**config.mk**
```make
export PLATFORM = sky130hd
export DESIGN_NAME = memory_arbiter
export DESIGN_NICKNAME = d
export VERILOG_FILES = /design/src/design/mem_bus_pkg.sv /design/src/design/memory_arbiter.sv
export VERILOG_INCLUDE_DIRS = /design/src /design/src/design
export SDC_FILE = /design/constraint.sdc
export NUM_CORES = 1
export LEC_CHECK = 0
export BUFFER_PORTS_ARGS = -buffer_cell sky130_fd_sc_hd__buf_2
export CAP_MARGIN = 20
export CORE_AREA = 2 2 103 105
export CTS_BUF_LIST = sky130_fd_sc_hd__clkbuf_4 sky130_fd_sc_hd__clkbuf_8
export DETAILED_ROUTE_END_ITERATION = 6
export DIE_AREA = 0 0 105 107
export PLACE_DENSITY = 0.82
export SLEW_MARGIN = 20
export SYNTH_ARGS = -nofsm -noshare
export SYNTH_HDL_FRONTEND = slang
export SYNTH_SLANG_ARGS = --single-unit
```
**constraint.sdc**
```tcl
create_clock -name CLK -period 3.35 [get_ports CLK]
set_input_delay 0.67 -clock CLK [delete_from_list [all_inputs] [get_ports CLK]]
set_output_delay 0.67 -clock CLK [all_outputs]
set_load 0.02 [all_outputs]
```
**src/design/mem_cfg.svh**
```systemverilog
`ifndef MEM_CFG_SVH
`define MEM_CFG_SVH

// word and byte address widths of the shared memory bus
`define MEM_DATA_W 32
`define MEM_ADDR_W 16

// one byte enable per byte lane of a word
`define MEM_BE_W (`MEM_DATA_W / 8)

`define MEM_DEPTH 256

// software-visible configuration word
`define MEM_CFG_W 32

// data port first and 2 wait states
`define MEM_CFG_RESET 32'h0000_0004

`endif

```
**src/design/mem_bus_pkg.sv**
```systemverilog
`default_nettype none

`include "mem_cfg.svh"

package mem_bus_pkg;

	// request a cache port or the arbiter puts on a bus
	typedef struct packed {
		logic                   ren;
		logic                   wen;
		logic [`MEM_ADDR_W-1:0] addr;
		logic [`MEM_DATA_W-1:0] wdata;
		logic [`MEM_BE_W-1:0]   byte_en;
	} bus_req_t;

	// busy is low for exactly one cycle when a request completes
	typedef struct packed {
		logic                   busy;
		logic [`MEM_DATA_W-1:0] rdata;
	} bus_rsp_t;

	typedef enum logic {
		DATA_FIRST  = 1'b0,
		INSTR_FIRST = 1'b1
	} arb_prio_e;

	// field layout of the configuration word with prio in bit 0
	typedef struct packed {
		logic [`MEM_CFG_W-6:0] reserved;
		logic [3:0]            wait_states;
		arb_prio_e             prio;
	} cfg_fields_t;

	// written as a raw word, read back by the hardware as fields
	typedef union packed {
		logic [`MEM_CFG_W-1:0] raw;
		cfg_fields_t           fields;
	} cfg_word_u;

endpackage

`default_nettype wire

```
**src/design/memory_arbiter.sv**
```systemverilog
`default_nettype none

module memory_arbiter (
	input  wire logic                CLK,
	input  wire logic                nRST,
	input  mem_bus_pkg::bus_req_t    icache_req,
	input  mem_bus_pkg::bus_req_t    dcache_req,
	output mem_bus_pkg::bus_rsp_t    icache_rsp,
	output mem_bus_pkg::bus_rsp_t    dcache_rsp,
	output mem_bus_pkg::bus_req_t    mem_req,
	input  mem_bus_pkg::bus_rsp_t    mem_rsp,
	input  mem_bus_pkg::arb_prio_e   prio
);

	typedef enum logic [1:0] {
		IDLE,
		IREQUEST,
		DREQUEST,
		RETIRE
	} state_t;

	// what a port sees while it is not the owner
	localparam mem_bus_pkg::bus_rsp_t RSP_IDLE = '{busy: 1'b1, rdata: '0};

	state_t state;
	state_t next_state;

	mem_bus_pkg::bus_req_t next_mem_req;
	mem_bus_pkg::bus_rsp_t next_icache_rsp;
	mem_bus_pkg::bus_rsp_t next_dcache_rsp;

	logic i_valid;
	logic d_valid;
	logic i_win;
	logic d_win;

	assign i_valid = icache_req.ren || icache_req.wen;
	assign d_valid = dcache_req.ren || dcache_req.wen;

	// prio only decides a tie and a lone requester always wins
	assign d_win = d_valid && (prio == mem_bus_pkg::DATA_FIRST || !i_valid);
	assign i_win = i_valid && !d_win;

	always_ff @(posedge CLK, negedge nRST) begin : output_regs
		if (!nRST) begin
			icache_rsp <= RSP_IDLE;
			dcache_rsp <= RSP_IDLE;
			mem_req    <= '0;
		end else begin
			icache_rsp <= next_icache_rsp;
			dcache_rsp <= next_dcache_rsp;
			mem_req    <= next_mem_req;
		end
	end

	always_comb begin : next_output_logic
		next_mem_req    = '0;
		next_icache_rsp = RSP_IDLE;
		next_dcache_rsp = RSP_IDLE;

		case (state)
			IDLE: begin
				if (mem_rsp.busy && d_win) begin
					next_mem_req    = dcache_req;
					next_dcache_rsp = mem_rsp;
				end else if (mem_rsp.busy && i_win) begin
					next_mem_req    = icache_req;
					next_icache_rsp = mem_rsp;
				end
			end
			IREQUEST: begin
				next_icache_rsp = mem_rsp; // owner sees the RAM one cycle late
				if (mem_rsp.busy) begin
					next_mem_req = icache_req;
				end
			end
			DREQUEST: begin
				next_dcache_rsp = mem_rsp;
				if (mem_rsp.busy) begin
					next_mem_req = dcache_req;
				end
			end
			default: begin
				next_mem_req = '0; // the old owner may still hold its request here
			end
		endcase
	end

	always_comb begin : next_state_logic
		next_state = state;

		case (state)
			IDLE: begin
				if (mem_rsp.busy && d_win) begin
					next_state = DREQUEST;
				end else if (mem_rsp.busy && i_win) begin
					next_state = IREQUEST;
				end
			end
			IREQUEST: begin
				if (!mem_rsp.busy) begin
					next_state = RETIRE;
				end
			end
			DREQUEST: begin
				if (!mem_rsp.busy) begin
					next_state = RETIRE;
				end
			end
			default: begin
				next_state = IDLE;
			end
		endcase
	end

	always_ff @(posedge CLK, negedge nRST) begin : state_reg
		if (!nRST) begin
			state <= IDLE;
		end else begin
			state <= next_state;
		end
	end

endmodule

`default_nettype wire

```
# After elaboration in Yosys (flattened, before gate mapping)
# Index checks and enable logic that the tools add are counted.
dict set report word_totals {
  register_bits 122
  inputBits 144
  out_inout_bits 120
  word_cells 41
}
dict set report classes {
  n_eq_ne 4
  muxes 14
  bitwise 1
  reduce_logical 12
}
# cell n
set op_table {}
lappend op_table {{$mux W54} 4}
lappend op_table {{$pmux W54 S3} 1}
lappend op_table {{$pmux W33 S2} 2}
lappend op_table {{$mux W33} 3}
lappend op_table {{$mux W2} 3}
lappend op_table {{$logic_and A1 B1 Y1} 4}
lappend op_table {{$pmux W2 S2} 1}
lappend op_table {{$logic_or A1 B1 Y1} 3}
lappend op_table {{$ne A3 B3 Y1 const B} 1}
lappend op_table {{$eq A2 B1 Y1 const B} 1}
lappend op_table {{$eq A2 B2 Y1 const B} 1}
lappend op_table {{$logic_not A1 Y1} 2}
lappend op_table {{$logic_not A2 Y1} 1}
lappend op_table {{$ne A2 B2 Y1 const B} 1}
lappend op_table {{$reduce_and A2 Y1} 1}
lappend op_table {{$reduce_or A2 Y1} 1}
lappend op_table {{$not A1 Y1} 1}

# Logic depth before layout (Yosys ltp)
dict set report depth {
  ltp_word 10
  ltp_mapped 7
  depth_no_buf 5
}

# Worst setup path after synthesis
# OpenSTA, ideal clock, no wires.
dict set report synth_timing {
  kind {reg2reg}
  startpoint {register state[0]}
  endpoint {register mem_req[10] in the netlist's numbering}
  setup_ns 0.121
  arrival_time_ns 1.665
  required_ns 3.229
  slack_ns 1.564
  stages_incl_launch_ff 8
  n_path_buf 2
  synth_period_minus_slack_ns 1.786
  path_cell_list {dfrtp_1 > inv_1 > ha_1 > and2_1 > a32o_1 > buf_6 > buf_8 > a32o_2}
}
# element line
set synth_rtl {}
lappend synth_rtl {{start: declaration} memory_arbiter.sv:25} ;# state_t state;
lappend synth_rtl {{start signal: assignment} memory_arbiter.sv:120} ;# state <= next_state;
lappend synth_rtl {{end signal: assignment} memory_arbiter.sv:52} ;# mem_req <= next_mem_req;
lappend synth_rtl {{end: declaration} memory_arbiter.sv:10} ;# output mem_bus_pkg::bus_req_t mem_req,

==> out/results.txt <==
Max capacitance violation total - 0
Setup violators final - 0
Synth async-reset ratio - 1.00
CP Data Arrival Time - 2850 ps
Mapped Avg Cell Area - 15.0 um^2
CTS resizes - 0
Post-synth EDFFs - 0
Relative slew slack - 0.265
PortBufs - 263
Fillcell total - 788
Final Max Tran Viols - 0
Crit-path max FO - 53
Initial core utilization - 0.456
Largest regs - mem_req x54, dcache_rsp x33, icache_rsp x33
Nets - 715
Critical Path End - mem_req[14]
CTS tree - yes
Setup Fix Bufs, Post-CTS - 0
Grt total ovfl - 0
Pre-CTS setup slack - 821 ps
Antenna violations before repair - 0
Worst slew pin tran - 1100 ps
Hold/Removal Path Class - input port to async pin
Remaining DRCs - 0
DRT iter0 DRCs - 185
Seq/Total Area, Yosys - 0.663
Peak VDD IR - 0.491 mV
Synth Warn # - 0
Synth area leader - dfrtp_1
Cts-stage hold buffer count - 0
Die area - 11200 um^2
DR vias/cell - 5.08
# diodes - 0
Layout cells sized above 1 - 0.621
Antenna viol nets, final - 0
R2R Setup Slk - 860 ps
Inserted Clock Buffers - 17
Worst skew pair latency - 420 ps
Int Power - 3270 uW
CP Capture Type - register
Die W - 105 um
Seq pwr share - 0.380
Sinks on Clock Net - 122
Final Power - 5250 uW
Drt wl/cell - 16.7 um
H-tree Lvls - 4
Cell variety after synth - 36
Status - finished clean
Vias in the first global route - 3755
Post-synth top area share - 0.652
Worst R2R Path Depth - 5
Max reg flops - 54
PD cells - 828 nW/um^2
Synth top area cells - dfrtp_1 (65%), a32o_2 (12%), a21boi_0 (5.4%)
Pin count of the biggest net entering global routing - 65
First-pass GRT wire length - 18500 um
Die extent in y - 107 um
Top_reg_cell synth - dfrtp_1
FF+latch count, synth - 122
Mapped Cells - 307
Setup ws final - 857 ps
Core ar. - 10100 um^2
Final min period - 2490 ps
Critical Setup Path Class - register to register
Setup Skew - 13.7 ps
Crit path launch type - register
Hold WS - 342 ps
Fin crit share - 0.744
Setup TNS - 0 ps
# IOs - 264
Max Clk Rate - 401 MHz
Commonest cells after routing, fill and taps aside - buf_2 (262), dfrtp_1 (120), a32o_2 (51), a21boi_0 (33), nor2b_1 (32)
DR vias - 3639
Final hold vios - 0
P_sw - 1990 uW
Worst r2r src - state[0]
Unrepaired setup endpoints after global routing - no
Critical path origin - state[0]
Post-Syn Area - 4610 um^2
Clk slew on worst S/H paths - 80 ps
Commonest non-fill, non-tap cell in the layout - buf_2
Gpl congestion - 0.844
Switching share of power - 0.378
Clk root buf - clkbuf_8
Req. time, crit path - 3700 ps
HPWL after DPL - 8470 um
Total GRT Usage - 0.214
Logic pwr share - 0.373
Leak - 0.00364 uW
Clk pwr share - 0.247
Syn-to-layout area delta - 37.8%
Net Count, Synth - 455
TritonRoute pass-1 iters - 5
Std-Cell Rows - 37
Wirelength, routed - 12000 um
Clock Tree Buf Depth - 2
Reg with most FFs - mem_req
RR Endpoint - mem_req[14]
## critical path, stage by stage (launching register included)
cell     delay [ps]
dfrtp_1         430
inv_1           110
ha_1            290
and2_1          290
a32o_2          960
a32o_2          330
## per-stage QoR
step | cells | instance area (um^2) | utilization
floorplan | 307 | 4610 | -
global placement | 684 | 5950 | 0.590
detailed placement | 684 | 5950 | 0.590
CTS | 716 | 6350 | 0.629
global route | 716 | 6350 | 0.629
finish | 716 | 6350 | 0.629
## cell usage after synthesis, types with 3 or more instances
| master | count |
|---|---|
| nand2_1 | 4 |
| buf_8 | 5 |
| buf_2 | 3 |
| clkbuf_1 | 12 |
| ha_1 | 4 |
| a21boi_0 | 33 |
| a32o_2 | 50 |
| nor2_1 | 3 |
| nor2b_1 | 32 |
| dfrtp_1 | 120 |
| a32o_1 | 4 |
| inv_1 | 3 |
| buf_6 | 6 |
## worst min path at each step
stage	from	to	cells past startpoint	slack [ps]
2_1_floorplan	nRST	dcache_rsp[0]	0	370
3_3_place_gp	state[1]	state[1]	2	580
3_5_place_dp	state[1]	state[1]	2	640
4_1_cts	nRST	icache_rsp[6]	1	350
5_1_grt	nRST	dcache_rsp[8]	1	390
6_report	nRST	icache_rsp[6]	1	340
## layer usage
metal  up-vias  wire, um  GRT usage
met5         -         0          0
met4         0       170     0.0762
met3        12       946     0.0699
met2       185      6220      0.377
met1      1775      4610      0.246
li1       1667         -          -
## area by class of cell
| class | instances | area [um^2] | share of cell area |
|---|---|---|---|
| sequential | 122 | 3060 | 0.481 |
| clock buffer | 17 | 234 | 0.0369 |
| inverter | 4 | 15.0 | 0.00236 |
| multi-input combinational | 155 | 1350 | 0.212 |
| timing repair buffer | 267 | 1360 | 0.214 |
| clock inverter | 15 | 165 | 0.0260 |
| tap | 136 | 170 | 0.0268 |
## power groups by stage
| stage | Clock (uW) | Combinational, uW | Sequential (uW) |
|---|---|---|---|
| 2_1_floorplan | 0 | 798 | 2570 |
| 3_3_place_gp | 0 | 1910 | 2020 |
| 3_5_place_dp | 0 | 1970 | 2030 |
| 4_1_cts | 1340 | 1970 | 2000 |
| 5_1_grt | 1410 | 2090 | 2030 |
| 6_report | 1300 | 1960 | 2000 |
## kinds of logic after synthesis
kind of cell,after synthesis,share of synthesized area
muxes,2,0.00462
DFF,122,0.663
buffers and inverters,30,0.0473
adders and majority gates,4,0.0109
AOI/OAI and AO/OA,101,0.210
and+or+nand+nor,48,0.0636
Note: power is estimated with default switching activity, not from simulation.
