### config.mk
export PLATFORM = sky130hd
export DESIGN_NAME = arb_config_regs
export DESIGN_NICKNAME = d
export VERILOG_FILES = /design/src/design/mem_bus_pkg.sv /design/src/design/arb_config_regs.sv
export VERILOG_INCLUDE_DIRS = /design/src /design/src/design
export SDC_FILE = /design/constraint.sdc
export NUM_CORES = 1
export LEC_CHECK = 0
export BUFFER_PORTS_ARGS = -buffer_cell sky130_fd_sc_hd__buf_2
export CAP_MARGIN = 20
export CORE_MARGIN = 4
export CORE_UTILIZATION = 27
export CTS_BUF_LIST = sky130_fd_sc_hd__clkbuf_4
export CTS_CLUSTER_SIZE = 30
export DETAILED_ROUTE_END_ITERATION = 12
export PLACE_DENSITY = 0.88
export SLEW_MARGIN = 40
export SYNTH_ARGS = -nofsm -noshare
export SYNTH_HDL_FRONTEND = slang
export SYNTH_SLANG_ARGS = --single-unit
### constraint.sdc
create_clock -name CLK -period 0.98 [get_ports CLK]
set_input_delay 0.245 -clock CLK [delete_from_list [all_inputs] [get_ports CLK]]
set_output_delay 0.245 -clock CLK [all_outputs]
set_load 0.02 [all_outputs]
### src/design/mem_cfg.svh
`ifndef MEM_CFG_SVH
`define MEM_CFG_SVH

// word and byte address widths of the shared memory bus
`define MEM_DATA_W 32
`define MEM_ADDR_W 16

// one byte enable per byte lane of a word
`define MEM_BE_W (`MEM_DATA_W / 8)

`define MEM_DEPTH 256

// software-visible configuration word
`define MEM_CFG_W 32

// data port first and 2 wait states
`define MEM_CFG_RESET 32'h0000_0004

`endif

### src/design/mem_bus_pkg.sv
`default_nettype none

`include "mem_cfg.svh"

package mem_bus_pkg;

	// request a cache port or the arbiter puts on a bus
	typedef struct packed {
		logic                   ren;
		logic                   wen;
		logic [`MEM_ADDR_W-1:0] addr;
		logic [`MEM_DATA_W-1:0] wdata;
		logic [`MEM_BE_W-1:0]   byte_en;
	} bus_req_t;

	// busy is low for exactly one cycle when a request completes
	typedef struct packed {
		logic                   busy;
		logic [`MEM_DATA_W-1:0] rdata;
	} bus_rsp_t;

	typedef enum logic {
		DATA_FIRST  = 1'b0,
		INSTR_FIRST = 1'b1
	} arb_prio_e;

	// field layout of the configuration word with prio in bit 0
	typedef struct packed {
		logic [`MEM_CFG_W-6:0] reserved;
		logic [3:0]            wait_states;
		arb_prio_e             prio;
	} cfg_fields_t;

	// written as a raw word, read back by the hardware as fields
	typedef union packed {
		logic [`MEM_CFG_W-1:0] raw;
		cfg_fields_t           fields;
	} cfg_word_u;

endpackage

`default_nettype wire

### src/design/arb_config_regs.sv
`default_nettype none

`include "mem_cfg.svh"

module arb_config_regs (
	input  wire logic                    CLK,
	input  wire logic                    nRST,
	input  wire logic                    cfg_we,
	input  wire logic [`MEM_CFG_W-1:0]   cfg_wdata,
	output mem_bus_pkg::cfg_fields_t     cfg
);

	mem_bus_pkg::cfg_word_u cfg_q;

	always_ff @(posedge CLK, negedge nRST) begin : cfg_reg
		if (!nRST) begin
			cfg_q.raw <= `MEM_CFG_RESET;
		end else if (cfg_we) begin
			cfg_q.raw <= cfg_wdata; // takes effect on the next cycle
		end
	end

	// the arbiter and the RAM only look at the decoded fields
	always_comb begin : cfg_decode
		cfg = cfg_q.fields;
		cfg.reserved = '0; // reserved bits read as zero whatever was written
	end

endmodule

`default_nettype wire

### Yosys cells after proc, flatten, opt, wreduce, memory -nomap -nowiden

Cells that the tools add are included.
W data, S select, Z words.

* bits in registers: 5
* bits of input ports: 35
* output and inout port bits: 32
* word-level logic and storage cells: 1

### Depth between registers and ports, before layout

Gate-level depths: netlist of the first run.

* depth after elaboration: 0
* depth in mapped cells: 1
* gate-level depth less buffers: 1

### Least setup slack after synthesis of the first run

Ideal clock, no wire load.

* path kind: reg2reg
* start point: register, netlist name cfg_q[0]
* end point: register cfg_q[0] in the netlist's numbering
* library setup time: 125 ps
* arrival time: 701 ps
* required time: 855 ps
* slack: 154 ps
* cell stages (with the launch flop): 2
* buffers on the path: 0
* clock period less this slack: 826 ps
* cell sequence: dfrtp_1 -> mux2_2

RTL lines
* end, declared: RTL line arb_config_regs.sv:13 `mem_bus_pkg::cfg_word_u cfg_q;`

### Final worst setup path of the first run

* start point: register cfg_q[2] in the netlist's numbering
* end point: output cfg[2] in the netlist's numbering

RTL lines
* end, declared: RTL line arb_config_regs.sv:10 `output mem_bus_pkg::cfg_fields_t cfg`

No word-level cell between the ends.

==> out/metrics.cfg, run 1 <==
[synthesis]
synthesis.area_um2 = 389
synth_seq_area_share_pct = 32.5
synth-warning-count = 0
syn-instance-count = 38
synth-async-reset-ratio_pct = 100
post_synth_most_frequent_cells = 27 x sky130_fd_sc_hd__buf_4, 5 x sky130_fd_sc_hd__mux2_2, 4 x sky130_fd_sc_hd__dfrtp_1
synth_edf_count = 0
ys_seq_elements = 5
synth_area_leaders = sky130_fd_sc_hd__buf_4 52%, sky130_fd_sc_hd__dfrtp_1 26%, sky130_fd_sc_hd__mux2_2 14%
synth_largest_type_area_fraction_pct = 52.1
synth.avg_cell_area_um2 = 10.2
synthMostInstantiatedCell = sky130_fd_sc_hd__buf_4
synthFlopType = sky130_fd_sc_hd__dfrtp_1
ys_types = 5
synth.largest_area_cell = sky130_fd_sc_hd__buf_4

[power_and_ir_drop]
p_switching_uw = 245
power.share.switching_pct = 33.1
pwr_density_nw_per_um2 = 1620
total_power_uw = 741
power_frac_seq_pct = 33.1
static-leakage-power_uw = 0.000259
p_clk_share_pct = 35.8
power.internal_uw = 496
gate_power_share_pct = 31.2
largest_vdd_supply_drop_mv = 0.352

[cts]
max-clock-path-buffers = 2
htreeDepth = 1
cts_root_buffer = sky130_fd_sc_hd__clkbuf_4
cts_tree = built
clkSinkCount = 5
worst_skew_pair.late_latency_ns = 0.24
cts_buffers = 3
worst_setup_hold_path_clk_slew_ns = 0.04

[cells_and_area]
num_antenna_cells = 0
nNetsFinal = 93
largest-register = cfg_q
drive_gt1_share_pct = 43.9
synthToLayoutAreaGrowth_pct = 17.4
largest_register_ffs = 5
reg.largest.list = cfg_q: 5 flops
final_area_um2 = 457

[status]
run_status = complete, but fails checks
violations = negative setup slack

[worst_hold_path]
holdCritStartpoint = cfg_wdata[0]
min_delay_path_class = in -> reg
whs_path_depth = 2
worstHoldEndpoint = cfg_q[0]

[grt]
largest_net_degree_at_the_start_of_global_routing = 6
globalRouteOverflowTotal = 0
track_usage_pct = 6.31
antenna_found_initial = 0
grt_first_pass_wirelength_um = 786
first_global_vias = 197

[floorplanning]
num_io_pins = 67
num_rows = 13
starting_density_of_the_core_pct = 29.2
fp.dieW_um = 46.0
floorplan.die.height_um = 46.0
design.core.area_um2 = 1330
fp.dieArea_um2 = 2110

[routing]
detail_route.drc_violations = 0
routed_wl_um = 668
ant_nets = 0
vias = 233
wire_per_inst_um = 9.28
route.detailed.vias_per_inst = 3.24
drt-pass1-iter-count = 2
drt_iter0_markers = 3

[worst_setup_path]
worst_setup_path_start_kind = register
cp_max_fo = 2
worst_path_max_delay_cell = sky130_fd_sc_hd__dfstp_2
setup.worst_path.end_class = output port
cp_data_required_time_ns = 0.73
origin_of_the_critical_flop_to_flop_path = cfg_q[3]
sequence_of_cells_on_the_critical_path = buf_6
critical_path_arrival_ns = 0.88
number_of_cell_instances_on_the_worst_register_to_register_path = 2
rr_endpoint = cfg_q[3]
r2r_slack_ns = 0.09
crit_family = flip-flops
crit_buf_inv = 1
critical_path.max_stage_delay_ns = 0.53
path_class = reg -> out

[timing]
hold-worst-slack_ns = 0.242
setup_viol_count_final = 5
final.setup.tns_ns = -0.226
post-route-min-period_ns = 1.12
final.setup_skew_ns = 0
rsz0062_at_grt = yes
worst_setup_margin_ns = -0.143
finalMaxSlewViolations = 0
hold_viol_final = 0
fmaxAchievable_mhz = 891
final_min_period_over_clock_period_pct = 115

[place]
post-dp-hpwl_um = 579
postPlaceCellArea_um2 = 363
dp_worst_setup_slack_ns = 0.0789
place_congestion = 0.630
port-buffer-count = 12

[run]
max_cap_viol_count = 0

-- stage by stage --
stage / cells / utilization [%]
2_1_floorplan: 64 / -
3_3_place_gp: 64 / 27.2
3_5_place_dp: 64 / 27.2
4_1_cts: 72 / 34.2
5_1_grt: 72 / 34.2
6_report: 72 / 34.2
-- how the worst max path moves through the flow --
stage | depth (start not counted) | from | to | slack [ns]
final | 1 | cfg_q[2] | cfg[2] | -0.14
after detailed placement | 1 | cfg_q[2] | cfg[2] | 0.08
after global placement | 1 | cfg_q[2] | cfg[2] | 0.08
after global routing | 1 | cfg_q[2] | cfg[2] | -0.17
after CTS | 1 | cfg_q[2] | cfg[2] | -0.15
after floorplan | 1 | cfg_q[0] | cfg_q[0] | 0.15
-- cell families (layout without fill, tap and decap cells) --
| logic type | after synthesis | after routing | synth area share (%) |
|---|---|---|---|
| buffers and inverters | 27 | 20 | 52.1 |
| DFF | 5 | 5 | 32.5 |
| muxes | 5 | 5 | 14.5 |
| other | 1 | 27 | 0.964 |
-- layout by cell type (no fill, tap or decap) --
cell type | Yosys | layout
sky130_fd_sc_hd__buf_4 | 27 | 3
sky130_fd_sc_hd__dlygate4sd3_1 | 0 | 1
sky130_fd_sc_hd__buf_2 | 0 | 7
sky130_fd_sc_hd__dfstp_2 | 1 | 1
sky130_fd_sc_hd__mux2_2 | 5 | 5
sky130_fd_sc_hd__clkbuf_4 | 0 | 4
sky130_fd_sc_hd__buf_6 | 0 | 5
sky130_fd_sc_hd__dfrtp_1 | 4 | 4
sky130_fd_sc_hd__conb_1 | 1 | 27
-- per-layer routing --
metal	track usage, %	routed length, um
met1	3.54	139
met5	0	0
met2	11.8	374
met4	6.82	15
met3	3.56	138
-- what timing repair did --
action                                  in CTS  in global routing
endpoints found under the setup margin       5                  5
hold endpoints to repair                     5                  0
gates cloned                                 0                  0
resized for setup                           10                  0
hold buffers                                 1                  0
setup buffers                                3                  0
-- power groups by stage --
stage               clock network (uW)  logic (uW)  registers, uW
global route                       290         244            247
CTS                                274         229            245
global placement                     0         180            243
finish                             265         231            245
detailed placement                   0         183            244
floorplan                            0         194            270
-- layout make-up --
class,count,area [um2]
Timing Repair Buffer,16,124
Clock buffer,4,30.0
Sequential cell,5,126
Tap cell,15,18.8
Multi-Input combinational cell,32,158
Fill cell,146,877
No activity file was read; power rests on OpenSTA's default activity.
==> run 2, diff against run 1 <==
- SKIP_CTS_REPAIR_TIMING: not set -> 1
==> run 2 against run 1 <==
Compared with the run above: hold slack about the same; critical path depth is the same; highest routed layer unchanged; the flow still finishes with violations (negative setup slack); total power rose by 0.13%; setup slack about the same; flip-flop and latch count stayed put; combinational power about the same; clock-buffer cell count stayed put; sequential power about the same; via count decreased by 0.43%; critical path type unchanged.
==> out/metrics.cfg, run 2 (synthesis results as in run 1) <==
[worst_hold_path]
min_delay_path_class = in -> reg

[worst_setup_path]
crit_buf_inv = 1  ; unchanged
cp_data_required_time_ns = 0.73  ; about the same
critical_path.max_stage_delay_ns = 0.53  ; about the same
sequence_of_cells_on_the_critical_path = buf_6
worst_setup_path_start_kind = register
worst_path_max_delay_cell = sky130_fd_sc_hd__dfstp_2
crit_family = flip-flops
path_class = reg -> out
cp_max_fo = 2  ; unchanged
setup.worst_path.end_class = output port
critical_path_arrival_ns = 0.88  ; about the same
r2r_slack_ns = 0.09  ; about the same

[floorplanning]
num_io_pins = 67  ; unchanged
fp.dieArea_um2 = 2110  ; unchanged
floorplan.die.height_um = 46.0  ; unchanged
num_rows = 13  ; unchanged
starting_density_of_the_core_pct = 29.2  ; unchanged
fp.dieW_um = 46.0  ; unchanged
design.core.area_um2 = 1330  ; unchanged

[cts]
clkSinkCount = 5  ; unchanged
cts_buffers = 3  ; unchanged
cts_tree = built
worst_setup_hold_path_clk_slew_ns = 0.04  ; about the same
worst_skew_pair.late_latency_ns = 0.24  ; about the same
cts_root_buffer = sky130_fd_sc_hd__clkbuf_4
max-clock-path-buffers = 2  ; unchanged
htreeDepth = 1  ; unchanged

[timing]
hold_viol_final = 0  ; unchanged
final.setup_skew_ns = 0  ; unchanged
final_min_period_over_clock_period_pct = 115  ; about the same
setup_viol_count_final = 5  ; unchanged
rsz0062_at_grt = yes
finalMaxSlewViolations = 0  ; unchanged
post-route-min-period_ns = 1.12  ; -0.000130 ns
worst_setup_margin_ns = -0.142  ; +0.000130 ns
final.setup.tns_ns = -0.227  ; -0.000950 ns
fmaxAchievable_mhz = 891  ; about the same

[grt]
globalRouteOverflowTotal = 0  ; unchanged
first_global_vias = 173  ; -12%
grt_first_pass_wirelength_um = 724  ; -7.9%
antenna_found_initial = 0  ; unchanged
track_usage_pct = 5.91  ; -0.40 points
largest_net_degree_at_the_start_of_global_routing = 6  ; unchanged

[routing]
met2RoutedLength_um = 382  ; +2.1%
detail_route.drc_violations = 0  ; unchanged
routed_wl_um = 675  ; +1.0%
wl_met3_um = 138  ; unchanged
vias = 232  ; -0.43%
drt_iter0_markers = 3  ; unchanged
route.detailed.vias_per_inst = 3.22  ; -0.43%
drt-pass1-iter-count = 2  ; unchanged
wl_met1_um = 139  ; unchanged
ant_nets = 0  ; unchanged
top_signal_layer_used = met4
wire_per_inst_um = 9.38  ; +1.0%

[cells_and_area]
drive_gt1_share_pct = 43.9  ; unchanged
largest-register = cfg_q
nNetsFinal = 93  ; unchanged
top_library_cells_by_usage_in_the_layout_fill_and_taps_aside = 27 x sky130_fd_sc_hd__conb_1, 7 x sky130_fd_sc_hd__buf_2, 5 x sky130_fd_sc_hd__mux2_2, 5 x sky130_fd_sc_hd__buf_6
reg.largest.list = cfg_q: 5 flops
num_antenna_cells = 0  ; unchanged
largest_register_ffs = 5  ; unchanged
most_common_cell_after_layout_fill_and_taps_aside = sky130_fd_sc_hd__conb_1
synthToLayoutAreaGrowth_pct = 17.4  ; unchanged

[status]
violations = negative setup slack
run_status = complete, but fails checks

[place]
place_congestion = 0.630  ; unchanged
post-dp-hpwl_um = 579  ; unchanged
port-buffer-count = 12  ; unchanged

[power_and_ir_drop]
static-leakage-power_uw = 0.000259  ; unchanged
total_power_uw = 742  ; +0.13%
largest_vdd_supply_drop_mv = 0.354  ; +0.35%
pwr_density_nw_per_um2 = 1620  ; +0.13%

[run]
max_cap_viol_count = 0  ; unchanged

## run 2: per-stage QoR
step                      setup WS, ns  util [%]  cell area [um2]  hold slack (ns)  instances
final                           -0.142      34.2              457            0.242         72
after global routing            -0.169      34.2              457            0.239         72
after CTS                       -0.186      29.5              393           -0.196         68
after detailed placement        0.0789      27.2              363           0.0647         64
after global placement          0.0823      27.2              363           0.0603         64
after floorplan                  0.154         -              487          -0.0506         64
## run 2: power breakdown
part | leakage [uW] | internal (uW) | switching, uW
Combinational | 0.000184 | 83.1 | 148
Sequential | 0.0000573 | 231 | 13.7
Clock | 0.0000184 | 182 | 84.0
## run 2: layout make-up
cell class | instances | area (um2)
flip-flops and latches | 5 | 126
repair buffers | 16 | 124
clock buffers | 4 | 30.0
well taps | 15 | 18.8
fillers | 146 | 877
multi-input cells | 32 | 158
## run 2: routing by layer
layer | vias to the layer above | global-route usage [%]
met5 | - | 0
met4 | 0 | 6.82
met3 | 2 | 3.95
met2 | 25 | 10.7
met1 | 104 | 3.07
li1 | 101 | -
## run 2: worst paths after layout
kind | cells after the start | start | end
setup / recovery | 1 | cfg_q[2] | cfg[2]
hold / removal | 2 | cfg_wdata[0] | cfg_q[0]
setup reg to reg | 2 | cfg_q[3] | cfg_q[3]
hold reg to reg | 1 | cfg_q[1] | cfg_q[1]
max in group asynchronous | 2 | nRST | cfg_q[2]
min in group asynchronous | 2 | nRST | cfg_q[3]
